==> config.mk <==
export PLATFORM = sky130hd
export DESIGN_NAME = controlUnit
export DESIGN_NICKNAME = d
export VERILOG_FILES = /design/src/common/isaPkg.sv /design/src/common/ctrlPkg.sv /design/src/logic/opcodeDecoder.sv /design/src/controlSequencer/controlSequencer.sv /design/src/logic/controlSignalTable.sv /design/src/logic/controlUnit.sv
export SDC_FILE = /design/constraint.sdc
export NUM_CORES = 1
export LEC_CHECK = 0
export BUFFER_PORTS_ARGS = -buffer_cell sky130_fd_sc_hd__buf_2
export CORE_MARGIN = 2
export CORE_UTILIZATION = 50
export CTS_CLUSTER_DIAMETER = 120
export DETAILED_ROUTE_END_ITERATION = 12
export HOLD_SLACK_MARGIN = 0.1
export MAX_ROUTING_LAYER = met4
export PLACE_DENSITY = 0.91
export SLEW_MARGIN = 30
export SYNTH_ARGS = -nofsm -noshare
export SYNTH_HDL_FRONTEND = slang
export SYNTH_SLANG_ARGS = --single-unit
==> constraint.sdc <==
create_clock -name clk -period 3.6 [get_ports clk]
set_input_delay 0.72 -clock clk [delete_from_list [all_inputs] [get_ports clk]]
set_output_delay 0.72 -clock clk [all_outputs]
set_load 0.1 [all_outputs]
==> src/common/isaPkg.sv <==
`default_nettype none

package isaPkg;

  // Instruction fields
  typedef logic [5:0] opcode_t;
  typedef logic [5:0] funct_t;

  // Primary opcodes
  localparam opcode_t opcodeRType = 6'b000000;
  localparam opcode_t opcodeJ     = 6'b000010;
  localparam opcode_t opcodeJal   = 6'b000011;
  localparam opcode_t opcodeAddi  = 6'b001000;
  localparam opcode_t opcodeAddiu = 6'b001001;
  localparam opcode_t opcodeSlti  = 6'b001010;
  localparam opcode_t opcodeLui   = 6'b001111;
  localparam opcode_t opcodeSw    = 6'b101011;

  // R-type function codes
  localparam funct_t functXchg  = 6'b000101;
  localparam funct_t functJr    = 6'b001000;
  localparam funct_t functBreak = 6'b001101;
  localparam funct_t functMfhi  = 6'b010000;
  localparam funct_t functMflo  = 6'b010010;
  localparam funct_t functRte   = 6'b010011;
  localparam funct_t functAdd   = 6'b100000;
  localparam funct_t functSub   = 6'b100010;
  localparam funct_t functAnd   = 6'b100100;
  localparam funct_t functSlt   = 6'b101010;

  // One class per supported instruction
  typedef enum logic [4:0] {
    classAdd,
    classSub,
    classAnd,
    classSlt,
    classAddi,
    classAddiu,
    classSlti,
    classLui,
    classMfhi,
    classMflo,
    classJ,
    classJal,
    classJr,
    classSw,
    classBreak,
    classRte,
    classXchg,
    classInvalid
  } instrClass_t;

endpackage

`default_nettype wire

==> src/common/ctrlPkg.sv <==
`default_nettype none

package ctrlPkg;

  // ALU operation
  typedef logic [2:0] aluOp_t;
  localparam aluOp_t aluPass = 3'b000;
  localparam aluOp_t aluAdd  = 3'b001;
  localparam aluOp_t aluSub  = 3'b010;
  localparam aluOp_t aluAnd  = 3'b011;
  localparam aluOp_t aluSlt  = 3'b111;

  // ALU operand selects
  typedef logic [1:0] aluSrcB_t;
  localparam aluSrcB_t srcBRegB = 2'b00;
  localparam aluSrcB_t srcBFour = 2'b01;
  localparam aluSrcB_t srcBImm  = 2'b10;

  typedef logic [0:0] aluSrcA_t;
  localparam aluSrcA_t srcAPc   = 1'b0;
  localparam aluSrcA_t srcARegA = 1'b1;

  // Register file destination
  typedef logic [2:0] regDst_t;
  localparam regDst_t dstRt = 3'b000;
  localparam regDst_t dstRd = 3'b001;
  localparam regDst_t dstRa = 3'b010;
  localparam regDst_t dstRs = 3'b100;

  // Write-back source
  typedef logic [3:0] memToReg_t;
  localparam memToReg_t wbAlu   = 4'b0000;
  localparam memToReg_t wbHi    = 4'b0010;
  localparam memToReg_t wbLo    = 4'b0011;
  localparam memToReg_t wbXchgB = 4'b0111;
  localparam memToReg_t wbLui   = 4'b1000;
  localparam memToReg_t wbXchgA = 4'b1001;
  localparam memToReg_t wbSlt   = 4'b1010;

  // Memory address source, 000 when memory is idle
  typedef logic [2:0] iorD_t;
  localparam iorD_t addrPc  = 3'b011;
  localparam iorD_t addrAlu = 3'b100;

  typedef logic [1:0] pcSource_t;
  localparam pcSource_t pcAlu    = 2'b00;
  localparam pcSource_t pcJump   = 2'b01;
  localparam pcSource_t pcVector = 2'b10;
  localparam pcSource_t pcEpc    = 2'b11;

  typedef logic [0:0] excCause_t;
  localparam excCause_t causeOverflow = 1'b0;
  localparam excCause_t causeInvalid  = 1'b1;

  typedef struct packed {
    logic pcWrite;
    logic aWrite;
    logic bWrite;
    logic epcWrite;
    logic irWrite;
    logic regWrite;
    logic memWrite;
    aluOp_t aluOp;
    aluSrcA_t aluSrcA;
    aluSrcB_t aluSrcB;
    regDst_t regDst;
    memToReg_t memToReg;
    iorD_t iorD;
    pcSource_t pcSource;
    excCause_t excCause;
  } ctrlWord_t;

  localparam ctrlWord_t ctrlIdle = '0;

  typedef enum logic [3:0] {
    stReset,
    stFetchRead0,
    stFetchRead1,
    stFetchIncr,
    stIrLoad,
    stDecode,
    stExecute,
    stExecute2,
    stTrapOverflow,
    stTrapInvalid
  } seqState_t;

endpackage

`default_nettype wire

==> src/logic/opcodeDecoder.sv <==
`default_nettype none

module opcodeDecoder (
  input wire isaPkg::opcode_t opcode,
  input wire isaPkg::funct_t funct,
  output isaPkg::instrClass_t instrClass
);

  import isaPkg::*;

  always_comb begin
    instrClass = classInvalid;
    if (opcode == opcodeRType) begin
      // R-type is identified by funct alone
      case (funct)
        functAdd: instrClass = classAdd;
        functSub: instrClass = classSub;
        functAnd: instrClass = classAnd;
        functSlt: instrClass = classSlt;
        functMfhi: instrClass = classMfhi;
        functMflo: instrClass = classMflo;
        functJr: instrClass = classJr;
        functBreak: instrClass = classBreak;
        functRte: instrClass = classRte;
        functXchg: instrClass = classXchg;
        default: instrClass = classInvalid;
      endcase
    end else begin
      case (opcode)
        opcodeAddi: instrClass = classAddi;
        opcodeAddiu: instrClass = classAddiu;
        opcodeSlti: instrClass = classSlti;
        opcodeLui: instrClass = classLui;
        opcodeSw: instrClass = classSw;
        opcodeJ: instrClass = classJ;
        // jal has its own opcode
        opcodeJal: instrClass = classJal;
        default: instrClass = classInvalid;
      endcase
    end
  end

endmodule

`default_nettype wire

==> src/controlSequencer/controlSequencer.sv <==
`default_nettype none

module controlSequencer (
  input wire clk,
  input wire reset,
  input wire isaPkg::instrClass_t instrClass,
  input wire overflow,
  output ctrlPkg::seqState_t state
);

  import isaPkg::*;
  import ctrlPkg::*;

  seqState_t nextState;
  logic overflowTraps;

  // Only signed arithmetic traps on overflow
  assign overflowTraps = instrClass inside {classAdd, classSub, classAddi};

  always_comb begin
    nextState = stReset;
    case (state)
      // One idle cycle after reset release
      stReset: nextState = stFetchRead0;

      // Fixed fetch and decode sequence
      stFetchRead0: nextState = stFetchRead1;
      stFetchRead1: nextState = stFetchIncr;
      stFetchIncr: nextState = stIrLoad;
      stIrLoad: nextState = stDecode;

      stDecode: begin
        if (instrClass == classInvalid) begin
          nextState = stTrapInvalid;
        end else begin
          nextState = stExecute;
        end
      end

      stExecute: begin
        if (instrClass == classXchg) begin
          nextState = stExecute2;
        end else if (overflowTraps && overflow) begin
          // Register write already happened this cycle
          nextState = stTrapOverflow;
        end else begin
          nextState = stFetchRead0;
        end
      end

      stExecute2: nextState = stFetchRead0;
      stTrapOverflow: nextState = stFetchRead0;
      stTrapInvalid: nextState = stFetchRead0;

      default: nextState = stReset;
    endcase
  end

  always_ff @(posedge clk) begin
    if (reset) begin
      state <= stReset;
    end else begin
      state <= nextState;
    end
  end

endmodule

`default_nettype wire

==> src/logic/controlSignalTable.sv <==
`default_nettype none

module controlSignalTable (
  input wire ctrlPkg::seqState_t state,
  input wire isaPkg::instrClass_t instrClass,
  output ctrlPkg::ctrlWord_t ctrl,
  output logic resetOut
);

  import isaPkg::*;
  import ctrlPkg::*;

  // Register write of an ALU result
  function automatic ctrlWord_t regAluWord(aluOp_t op, aluSrcB_t srcB, regDst_t dst,
                                           memToReg_t wb);
    ctrlWord_t w;
    w = ctrlIdle;
    w.regWrite = 1'b1;
    w.aluOp = op;
    w.aluSrcA = srcARegA;
    w.aluSrcB = srcB;
    w.regDst = dst;
    w.memToReg = wb;
    return w;
  endfunction

  // Register write that bypasses the ALU
  function automatic ctrlWord_t regMoveWord(regDst_t dst, memToReg_t wb);
    ctrlWord_t w;
    w = ctrlIdle;
    w.regWrite = 1'b1;
    w.regDst = dst;
    w.memToReg = wb;
    return w;
  endfunction

  function automatic ctrlWord_t execWord(instrClass_t cls);
    ctrlWord_t w;
    w = ctrlIdle;
    case (cls)
      classAdd: w = regAluWord(aluAdd, srcBRegB, dstRd, wbAlu);
      classSub: w = regAluWord(aluSub, srcBRegB, dstRd, wbAlu);
      classAnd: w = regAluWord(aluAnd, srcBRegB, dstRd, wbAlu);
      classSlt: w = regAluWord(aluSlt, srcBRegB, dstRd, wbSlt);
      classAddi, classAddiu: w = regAluWord(aluAdd, srcBImm, dstRt, wbAlu);
      classSlti: w = regAluWord(aluSlt, srcBImm, dstRt, wbSlt);
      classLui: w = regMoveWord(dstRt, wbLui);
      classMfhi: w = regMoveWord(dstRd, wbHi);
      classMflo: w = regMoveWord(dstRd, wbLo);
      classXchg: w = regMoveWord(dstRt, wbXchgA);
      classJ, classJal: begin
        w.pcWrite = 1'b1;
        w.pcSource = pcJump;
        // Link into ra
        if (cls == classJal) begin
          w.regWrite = 1'b1;
          w.regDst = dstRa;
        end
      end
      classJr: begin
        w.pcWrite = 1'b1;
        w.aluOp = aluPass;
        w.aluSrcA = srcARegA;
        w.pcSource = pcAlu;
        w.iorD = addrPc;
      end
      classSw: begin
        w.memWrite = 1'b1;
        w.aluOp = aluAdd;
        w.aluSrcA = srcARegA;
        w.aluSrcB = srcBImm;
        w.iorD = addrAlu;
      end
      // PC was already advanced, step back onto the break
      classBreak: begin
        w.pcWrite = 1'b1;
        w.aluOp = aluSub;
        w.aluSrcA = srcAPc;
        w.aluSrcB = srcBFour;
        w.pcSource = pcAlu;
        w.iorD = addrPc;
      end
      classRte: begin
        w.pcWrite = 1'b1;
        w.pcSource = pcEpc;
        w.iorD = addrPc;
      end
      default: w = ctrlIdle;
    endcase
    return w;
  endfunction

  always_comb begin
    ctrl = ctrlIdle;
    case (state)
      stFetchRead0, stFetchRead1: ctrl.iorD = addrPc;
      stFetchIncr: begin
        ctrl.pcWrite = 1'b1;
        ctrl.aluOp = aluAdd;
        ctrl.aluSrcA = srcAPc;
        ctrl.aluSrcB = srcBFour;
        ctrl.pcSource = pcAlu;
      end
      stIrLoad: ctrl.irWrite = 1'b1;
      stDecode: begin
        ctrl.aWrite = 1'b1;
        ctrl.bWrite = 1'b1;
      end
      stExecute: ctrl = execWord(instrClass);
      // Second half of xchg
      stExecute2: ctrl = regMoveWord(dstRs, wbXchgB);
      stTrapOverflow, stTrapInvalid: begin
        ctrl.epcWrite = 1'b1;
        ctrl.pcWrite = 1'b1;
        ctrl.pcSource = pcVector;
        ctrl.excCause = (state == stTrapInvalid) ? causeInvalid : causeOverflow;
      end
      default: ctrl = ctrlIdle;
    endcase
  end

  assign resetOut = (state == stReset);

endmodule

`default_nettype wire

==> src/logic/controlUnit.sv <==
`default_nettype none

module controlUnit (
  input wire clk,
  input wire reset,
  input wire isaPkg::opcode_t opcode,
  input wire isaPkg::funct_t funct,
  input wire overflow,
  output wire ctrlPkg::ctrlWord_t ctrl,
  output wire resetOut
);

  import isaPkg::*;
  import ctrlPkg::*;

  instrClass_t instrClass;
  seqState_t state;

  opcodeDecoder decoder (
    .opcode(opcode),
    .funct(funct),
    .instrClass(instrClass)
  );

  controlSequencer sequencer (
    .clk(clk),
    .reset(reset),
    .instrClass(instrClass),
    .overflow(overflow),
    .state(state)
  );

  // Moore outputs from the registered state
  controlSignalTable signalTable (
    .state(state),
    .instrClass(instrClass),
    .ctrl(ctrl),
    .resetOut(resetOut)
  );

endmodule

`default_nettype wire

==> impl_results.md, run 1 <==
- Synth area leaders: dfxtp_1, nor2_1, a21oi_1, nor2b_1, nand2_1
- GP Congestion: 1.00
- Yosys warning total: 0
- Syn_area_per_cell: 6.52 um^2
- Post-synthesis sequential area ratio: 0.0690
- Stop stage: 5_1_grt
- Synth Flop Type: dfxtp_1
- Async set-or-reset flop fraction in the synthesized netlist: 0
- Area leader, netlist: dfxtp_1
- Total gr overflow: 68
- Clk root buf: clkbuf_4
- GRT Total Usage: 0.768
- Top cells by count, synth: nor2_1, nand2_1, a21oi_1
- Placement Setup Slack: -0.181 ns
- Die H: 52.2 um
- CTS Sinks: 4
- Largest net degree at the start of global routing: 14
- Most common cell in the synthesized netlist: nor2_1
- EDFF count, synth: 0
- Cts hold-fix bufs: 0
- Outcome: aborted with a tool error
- Library cells used by synthesis: 64
- Yosys top cell area share: 0.0690
- Flop and latch count out of synthesis: 4
- Count of mapped cells out of synthesis: 178
- Initial core utilization: 0.524
- IO Count: 42
- Buffers on Ports: 41
- Clock Path Buffers: 2
- Synthesized net count: 193
- Kind of the worst endpoint: primary output
- Htree depth: 1
- Run Error: [ERROR GRT-0232] Routing congestion too high. Check the congestion heatmap in the GUI.
- CTS Buf Count: 3
- FP Rows: 17
- Worst-path endpoint after global-route repair_timing: ctrl[9]
- Chip width: 52.2 um
- Synthesized area: 1160 um^2
- DP HPWL: 3890 um
## metal layers
| layer | global-route usage | overflow |
|---|---|---|
| met1 | 0.743 | 1 |
| met3 | 0.425 | 0 |
| met2 | 0.992 | 40 |
| met5 | - | - |
| met4 | 0.885 | 27 |
## what timing repair did
item	CTS
resized for setup	5
hold endpoints to repair	0
pin swaps	4
setup buffers	3
endpoints found under the setup margin	7
## cells by family after synthesis
group           Yosys count  share of synthesized area
buf+inv                  23                      0.104
compound gates           51                      0.311
simple gates             97                      0.493
flops                     4                     0.0690
xor+xnor                  2                     0.0151
mux                       1                    0.00863
## stage by stage
stage                     hold WS (ns)   util  TNS [ns]  area (um^2)  instances
after floorplan                  0.581      -     -1.18         1470        178
after global placement           0.657  0.893   -0.0386         1980        250
after detailed placement         0.691  0.893    -0.486         1980        250
after CTS                        0.703  0.919         0         2030        255
==> run 2, diff against run 1 <==
Settings changed: CORE_AREA set to 2 2 63 65, CORE_MARGIN 2 to not set, CORE_UTILIZATION 50 to not set, CTS_CLUSTER_DIAMETER 120 to not set, DIE_AREA set to 0 0 65 67, HOLD_SLACK_MARGIN 0.1 to not set, MAX_ROUTING_LAYER met4 to not set, PLACE_DENSITY 0.91 to not set, PLACE_DENSITY_LB_ADDON set to 0.15.
==> run 2 against run 1 <==
Synthesized cell count unchanged. Synthesized area unchanged. The flow now finishes without violations.
==> impl_results.md, run 2 <==
- ANT cells: 0
- Outcome: complete, no violations
- Synthesized area: 1160 um^2
- Placement Setup Slack: -0.0502 ns
- Core ar.: 3610 um^2
- Htree depth: 1
- Highest-count cells in the layout ignoring fill and taps: buf_4, buf_12, buf_2
- Critical path's slowest cell: or4_4
- Non-filler cells, final: 282
- First-pass GRT wire length: 6790 um
- Clk root buf: clkbuf_8
- Chip width: 65 um
- Fin. Hold Viols: 0
- Startpoint class of the critical path: primary input
- Finished Cell Area: 2240 um^2
- Initial core utilization: 0.322
- Most used cell, CP: buf_12
- RR Endpoint: sequencer.state[3]$_SDFF_PP0_
- Worst VDD drop: 0.0000796 V
- GRT Total Usage: 0.196
- Clk_lat worst skew: 0.22 ns
- Most common cell after layout, fill and taps aside: buf_4
- PwrDens: 169 nW/um^2
- Slew at the pin closest to its max-slew limit: 0.608 ns
- Critical Path Max Stage Delay: 0.51 ns
- Area of the multi-input gates: 1260 um^2
- Post-DP Area: 2060 um^2
- Nets: 251
- Top cells by count, synth: nor2_1, nand2_1, a21oi_1
- Count of antenna-violating nets left after detailed routing: 0
- Die H: 67 um
- Starting DRT DRC Count: 112
- Clock slew at reported path FFs: 0.03 ns
- Layout cell share with drive strength beyond 1: 0.491
- Syn_area_per_cell: 6.52 um^2
- DP HPWL: 3400 um
- Layout Skew: 0.000277 ns
- Leak Pwr: 0.821 nW
- Max_slew headroom: 0.592
- FP Rows: 22
- Unrepaired setup endpoints after global routing: yes
- Clock Path Buffers: 2
- Routed vias/inst: 5.68
- Die area: 4360 um^2
- Yosys top cell area share: 0.0690
- Synth area leaders: dfxtp_1, nor2_1, a21oi_1, nor2b_1, nand2_1
- Required time of the critical path: 2.88 ns
- CTS Sinks: 4
- Critical Path Sink: ctrl[15]
- CP Cell Sequence: buf_6 > or4_4 > a311o_1 > a31o_4 > buf_12 > buf_8 > a21o_4 > a31oi_4 > buf_12
- TritonRoute pass-1 iters: 4
- Final wirelength: 4190 um
- Vias in the first global route: 1507
- Yosys warning total: 0
- Placed Cells incl. Taps: 276
- # setup viols final: 0
- Synthesized net count: 193
- Most common cell in the synthesized netlist: nor2_1
- CP arrival: 2.86 ns
- GP Congestion: 0.894
- Period utilisation layout: 0.994
- Area delta synth->final: 93.3%
- Library cells used by synthesis: 64
- EDFF count, synth: 0
- Max cap viols: 0
- Area leader, netlist: dfxtp_1
- Buffers on Ports: 41
- CP endpoint kind: output pin
- IO Count: 42
- WS Path Type: primary input to output pin
- CP startpoint: funct[4]
- Async set-or-reset flop fraction in the synthesized netlist: 0
- Synth Flop Type: dfxtp_1
- Max Clk Rate: 279 MHz
- CTS tree: built
- Slew Limit Fails: 0
- Initial antenna violation count: 0
- Layout fillers: 326
- Critical Path Fanout Max: 4
- Register area: 80.1 um^2
- Min cycle time layout: 3.58 ns
- CTS Buf Count: 3
- Flop and latch count out of synthesis: 4
- DRC: 0
- Total vias in the final route: 1603
- Post-synthesis sequential area ratio: 0.0690
- RR Startpoint: sequencer.state[2]$_SDFF_PP0_
- Total power: 0.378 mW
- Flop-to-flop setup slack: 1.87 ns
- Hold crit path type: flip-flop to flip-flop
- Hold slack: 0.699 ns
- Total gr overflow: 0
- Reg2reg path depth: 5
- Largest register FFs: 4
- Routed wire per std cell: 14.9 um
- Count of mapped cells out of synthesis: 178
- Fin worst setup slack: 0.0216 ns
- Reg with most FFs: sequencer.state
- Top Registers: sequencer.state x4
- Largest net degree at the start of global routing: 12
run 2: cell counts after synthesis:
Identical to the previous run, type by type.
run 2: worst min-delay path by stage:
stage / from / depth (start not counted) / endpoint
detailed placement: sequencer.state[1]$_SDFF_PP0_ / 2 / sequencer.state[0]$_SDFF_PP0_
finish: sequencer.state[1]$_SDFF_PP0_ / 2 / sequencer.state[0]$_SDFF_PP0_
global route: sequencer.state[1]$_SDFF_PP0_ / 2 / sequencer.state[0]$_SDFF_PP0_
CTS: sequencer.state[1]$_SDFF_PP0_ / 2 / sequencer.state[0]$_SDFF_PP0_
floorplan: sequencer.state[0]$_SDFF_PP0_ / 3 / sequencer.state[1]$_SDFF_PP0_
global placement: sequencer.state[1]$_SDFF_PP0_ / 2 / sequencer.state[0]$_SDFF_PP0_
run 2: logic make-up (layout without fill, tap and decap cells):
group           after synthesis  count (layout)  share of synthesized area
flops                         4               4                     0.0690
mux                           1               1                    0.00863
xor+xnor                      2               2                     0.0151
buf+inv                      23              79                      0.104
simple gates                 97              97                      0.493
compound gates               51              51                      0.311
run 2: critical path, delay by kind of cell:
family	cells	cell delay, ns
compound gates	4	1.06
buf+inv	4	0.56
simple gates	1	0.51
run 2: power by group:
group	internal, mW	total (mW)	switching, mW
Combinational	0.0887	0.225	0.137
Clock	0.0714	0.0968	0.0254
Sequential	0.0474	0.0558	0.00836
Total	0.207	0.378	0.170
run 2: cell type report:
type,count,share of cell area
timing repair buffer,71,0.347
sequential,4,0.0357
clock buffer,3,0.0184
inverter,5,0.0106
multi-input combinational,151,0.561
tap,48,0.0268
run 2: repair_timing:
action                                  4_1_cts  5_1_grt
gates resized for setup                       2       20
endpoints found under the setup margin        3        5
buffers inserted                              0        3
gates cloned                                  0        1
pin swaps                                     4        9
hold buffers                                  0        0
run 2: through the flow:
stage	util	setup TNS [ns]
floorplan	-	-1.18
detailed placement	0.571	-0.105
global route	0.622	-0.0524
global placement	0.571	-0.0563
finish	0.622	0
CTS	0.584	-0.0679
run 2: routing by layer:
layer | vias to the layer above | wire, um | GRT usage
met5 | - | 0 | 0
li1 | 771 | - | -
met2 | 61 | 2220 | 0.362
met1 | 755 | 1690 | 0.230
met3 | 16 | 152 | 0.00507
met4 | 0 | 131 | 0.101
Note: power is estimated with default switching activity, not from simulation.
==> run 3, diff against run 2 <==
Settings changed: RECOVER_POWER set to 50.
==> run 3 against run 2 <==
Wire length up 0.45%. Setup slack worse by 0.00053 ns. Core utilization is 0.24 points lower. Maximum frequency about the same. Die area is the same. Critical path depth is the same. Non-clock buffer count stayed put. Via count about the same. Register-to-register slack better by 0.04 ns. Sequential power barely moved. Global-route usage is the same. Critical path type unchanged. Critical endpoint unchanged. Largest cell class unchanged. Largest power group unchanged. Highest routed layer unchanged.
==> impl_results.md, run 3 (synthesized netlist as in run 2, its figures left out) <==
- Outcome: complete, no violations
- Unrepaired setup endpoints after global routing: yes
- DP HPWL: 3400 um
- Chip width: 65 um
- Count of antenna-violating nets left after detailed routing: 0
- Reg with most FFs: sequencer.state
- Min cycle time layout: 3.58 ns
- TritonRoute pass-1 iters: 5
- Buffers on Ports: 41
- Post-DP Area: 2060 um^2
- Largest net degree at the start of global routing: 12
- GP Congestion: 0.894
- Clk root buf: clkbuf_8
- Nets: 251
- Hold crit path type: flip-flop to flip-flop
- Fin worst setup slack: 0.0211 ns
- Starting DRT DRC Count: 109
- Period utilisation layout: 0.994
- WS Path Type: primary input to output pin
- Htree depth: 1
- Total vias in the final route: 1604
- Max_slew headroom: 0.229
- Layout cell share with drive strength beyond 1: 0.462
- Clock slew at reported path FFs: 0.03 ns
- Vias in the first global route: 1507
- Routed vias/inst: 5.69
- Core ar.: 3610 um^2
- Slew Limit Fails: 0
- Cts hold-fix bufs: 0
- First-pass GRT wire length: 6790 um
- Total gr overflow: 0
- Slew at the pin closest to its max-slew limit: 1.16 ns
- Clock Path Buffers: 2
- Initial antenna violation count: 0
- DRC: 0
- Required time of the critical path: 2.88 ns
- Clk_lat worst skew: 0.22 ns
- Most common cell after layout, fill and taps aside: buf_4
- Routed wire per std cell: 14.9 um
- CP endpoint kind: output pin
- Worst VDD drop: 0.0000793 V
- Die H: 67 um
- Startpoint class of the critical path: primary input
- # setup viols final: 0
- Fin. Hold Viols: 0
- GRT Total Usage: 0.196
- CTS tree: built
- Max cap viols: 0
- Largest register FFs: 4
- Layout fillers: 332
- PwrDens: 169 nW/um^2
- Die area: 4360 um^2
- IO Count: 42
- Area delta synth->final: 92.6%
- ANT cells: 0
- FP Rows: 22
- CTS Buf Count: 3
- Final wirelength: 4210 um
- Finished Cell Area: 2230 um^2
- CTS Sinks: 4
- Leak Pwr: 0.792 nW
- Highest-count cells in the layout ignoring fill and taps: buf_4, buf_12, nor2_1
- Max Clk Rate: 279 MHz
- Initial core utilization: 0.322
- Critical Path Fanout Max: 4
- CP arrival: 2.86 ns
- Top Registers: sequencer.state x4
- Layout Skew: 0.000231 ns
- Placement Setup Slack: -0.0502 ns
==> run 3: cell types whose count changed in the layout (fill, tap and decap cells not counted), sizes merged <==
cell    before  now
clkbuf       4   11
buf         70   63
==> run 3: metal layers <==
layer	vias to the layer above	global-route usage	part of all wire
met4	0	0.101	0.032
met3	16	0.00507	0.038
met1	756	0.230	0.40
met2	60	0.362	0.53
met5	-	0	0
li1	772	-	-
==> run 3: metrics by stage <==
stage / utilization / cells / hold WS, ns / TNS [ns] / power (mW)
final: 0.619 / 282 / 0.705 / 0 / 0.377
after global routing: 0.619 / 282 / 0.729 / -0.0524 / 0.395
after floorplan: - / 178 / 0.581 / -1.18 / 0.211
after CTS: 0.584 / 279 / 0.690 / -0.0679 / 0.367
after global placement: 0.571 / 276 / 0.669 / -0.0563 / 0.265
after detailed placement: 0.571 / 276 / 0.673 / -0.105 / 0.267
==> run 3: worst paths after layout <==
check / slack (ns) / from / depth (start not counted) / to
setup reg to reg: 1.91 / sequencer.state[2]$_SDFF_PP0_ / 5 / sequencer.state[3]$_SDFF_PP0_
hold reg to reg: 0.71 / sequencer.state[1]$_SDFF_PP0_ / 2 / sequencer.state[0]$_SDFF_PP0_
hold / removal: 0.71 / sequencer.state[1]$_SDFF_PP0_ / 2 / sequencer.state[0]$_SDFF_PP0_
setup / recovery: 0.02 / funct[4] / 9 / ctrl[15]
==> run 3: critical path, cell delays in order <==
cell and delay, ns:
buf_6 0.11, or4_4 0.51, a311o_1 0.35, a31o_4 0.26, buf_12 0.13, buf_8 0.12
a21o_4 0.23, a31oi_4 0.22, buf_12 0.20
==> run 3: power breakdown <==
group | internal [mW] | switching, mW
Sequential | 0.0474 | 0.00821
Clock | 0.0714 | 0.0252
Combinational | 0.0879 | 0.137
==> run 3: layout make-up <==
cell class | count | area [um^2] | area share
Sequential cell | 4 | 80.1 | 0.0359
Clock buffer | 3 | 41.3 | 0.0185
Timing Repair Buffer | 71 | 769 | 0.345
Tap cell | 48 | 60.1 | 0.0269
Inverter | 5 | 23.8 | 0.0106
Multi-Input combinational cell | 151 | 1260 | 0.564
==> run 3: what timing repair did <==
item / CTS / global route
pin swaps: 4 / 9
gates cloned: 0 / 1
resized for setup: 2 / 20
buffers inserted: 0 / 3
endpoints found under the setup margin: 3 / 5
==> run 4, diff against run 3 <==
Settings changed: BUFFER_PORTS_ARGS -buffer_cell sky130_fd_sc_hd__buf_2 to -buffer_cell sky130_fd_sc_hd__buf_4.
==> run 4 against run 3 <==
Cell count decreased by 1.1%. Power decreased by 5.9%. Worst hold slack got worse by 0.014 ns. Core utilization decreased by 6.6 points. Clock power decreased by 3.0%. Critical path type unchanged. Largest cell class unchanged.
==> impl_results.md, run 4 (synthesized netlist as in run 2, its figures left out) <==
- Routed wire per std cell: 14.6 um
- Register area: 80.1 um^2
- Area of the multi-input gates: 1240 um^2
- Top Registers: sequencer.state x4
- Period utilisation layout: 0.976
- Die H: 67 um
- ANT cells: 0
- Buffers on Ports: 41
- Routed vias/inst: 5.47
- Layout Skew: 0.00125 ns
- CP endpoint kind: output pin
- CTS Buf Count: 3
- Layout cell share with drive strength beyond 1: 0.437
- Max_slew headroom: 0.226
- Reg with most FFs: sequencer.state
- Die area: 4360 um^2
- Nets: 248
- Worst VDD drop: 0.0000716 V
- Outcome: complete, no violations
- Count of antenna-violating nets left after detailed routing: 0
- Slew at the pin closest to its max-slew limit: 1.17 ns
- Vias in the first global route: 1410
- Final wirelength: 4080 um
- Highest-count cells in the layout ignoring fill and taps: buf_4, nor2_1, nand2_1
- PwrDens: 178 nW/um^2
- Max Clk Rate: 285 MHz
- DRC: 0
- GP Congestion: 0.843
- Clk_lat worst skew: 0.22 ns
- Most common cell after layout, fill and taps aside: buf_4
- Clock slew at reported path FFs: 0.03 ns
- CTS tree: built
- WS Path Type: primary input to output pin
- Critical Path Fanout Max: 8
- Hold crit path type: flip-flop to flip-flop
- Min cycle time layout: 3.51 ns
- Initial antenna violation count: 0
- Initial core utilization: 0.322
- Leak Pwr: 0.724 nW
- Fin worst setup slack: 0.0864 ns
- Fin. Hold Viols: 0
- Htree depth: 1
- Clock Path Buffers: 2
- Area delta synth->final: 72.0%
- Largest register FFs: 4
- DP HPWL: 3310 um
- Clk root buf: clkbuf_8
- Max cap viols: 0
- Chip width: 65 um
- Total gr overflow: 0
- Unrepaired setup endpoints after global routing: yes
- Largest net degree at the start of global routing: 14
- TritonRoute pass-1 iters: 5
- First-pass GRT wire length: 6260 um
- Startpoint class of the critical path: primary input
- CTS Sinks: 4
- Placement Setup Slack: -0.0928 ns
- FP Rows: 22
- Layout fillers: 347
- Flop-to-flop setup slack: 1.95 ns
- Cts hold-fix bufs: 0
- Hold slack: 0.691 ns
- Slew Limit Fails: 0
- CP arrival: 2.79 ns
- IO Count: 42
- Total vias in the final route: 1525
- Starting DRT DRC Count: 64
- Core ar.: 3610 um^2
- # setup viols final: 0
- GRT Total Usage: 0.179
- Required time of the critical path: 2.88 ns
[run 4: layout make-up]
class | count | share of cell area
timing repair buffer | 68 | 0.275
inverter | 5 | 0.0119
multi-input combinational | 151 | 0.622
tap | 48 | 0.0301
sequential | 4 | 0.0402
clock buffer | 3 | 0.0207
[run 4: per-stage QoR]
step | instances | instance area (um^2) | setup TNS (ns) | total power [mW] | util
floorplan | 178 | 1470 | -1.18 | 0.211 | -
detailed placement | 275 | 1870 | -0.0928 | 0.253 | 0.519
finish | 279 | 1990 | 0 | 0.355 | 0.553
global placement | 275 | 1870 | -0.0237 | 0.251 | 0.519
global route | 279 | 1990 | -0.0177 | 0.371 | 0.553
CTS | 278 | 1920 | 0 | 0.348 | 0.533
[run 4: worst paths after layout]
check | startpoint | to | cells past startpoint
worst max-delay path | funct[3] | ctrl[20] | 9
worst min-delay path | sequencer.state[1]$_SDFF_PP0_ | sequencer.state[0]$_SDFF_PP0_ | 2
worst max register to register | sequencer.state[2]$_SDFF_PP0_ | sequencer.state[3]$_SDFF_PP0_ | 5
worst min register to register | sequencer.state[1]$_SDFF_PP0_ | sequencer.state[0]$_SDFF_PP0_ | 2
[run 4: routing by layer]
layer / part of all wire / GRT usage / vias up
met1: 0.40 / 0.207 / 707
li1: - / - / 768
met2: 0.56 / 0.367 / 46
met5: 0 / 0 / -
met3: 0.034 / 0.00676 / 4
met4: 0.0047 / 0.0239 / 0
[run 4: where the power goes]
part / switching (mW) / internal, mW
clock: 0.0225 / 0.0712
combinational: 0.133 / 0.0725
sequential: 0.00775 / 0.0474
total: 0.164 / 0.191
[run 4: worst max-delay path: stages]
cell      delay (ns)
buf_4           0.12
nand3_2         0.10
or4_1           0.41
a311o_1         0.35
a31o_4          0.28
nor3b_4         0.24
nor3_2          0.10
a311oi_4        0.25
buf_12          0.21
[run 4: what timing repair did]
action,in CTS,in global routing
gates resized for setup,2,23
cloned,0,0
setup endpoints to repair,1,13
setup buffers,0,1
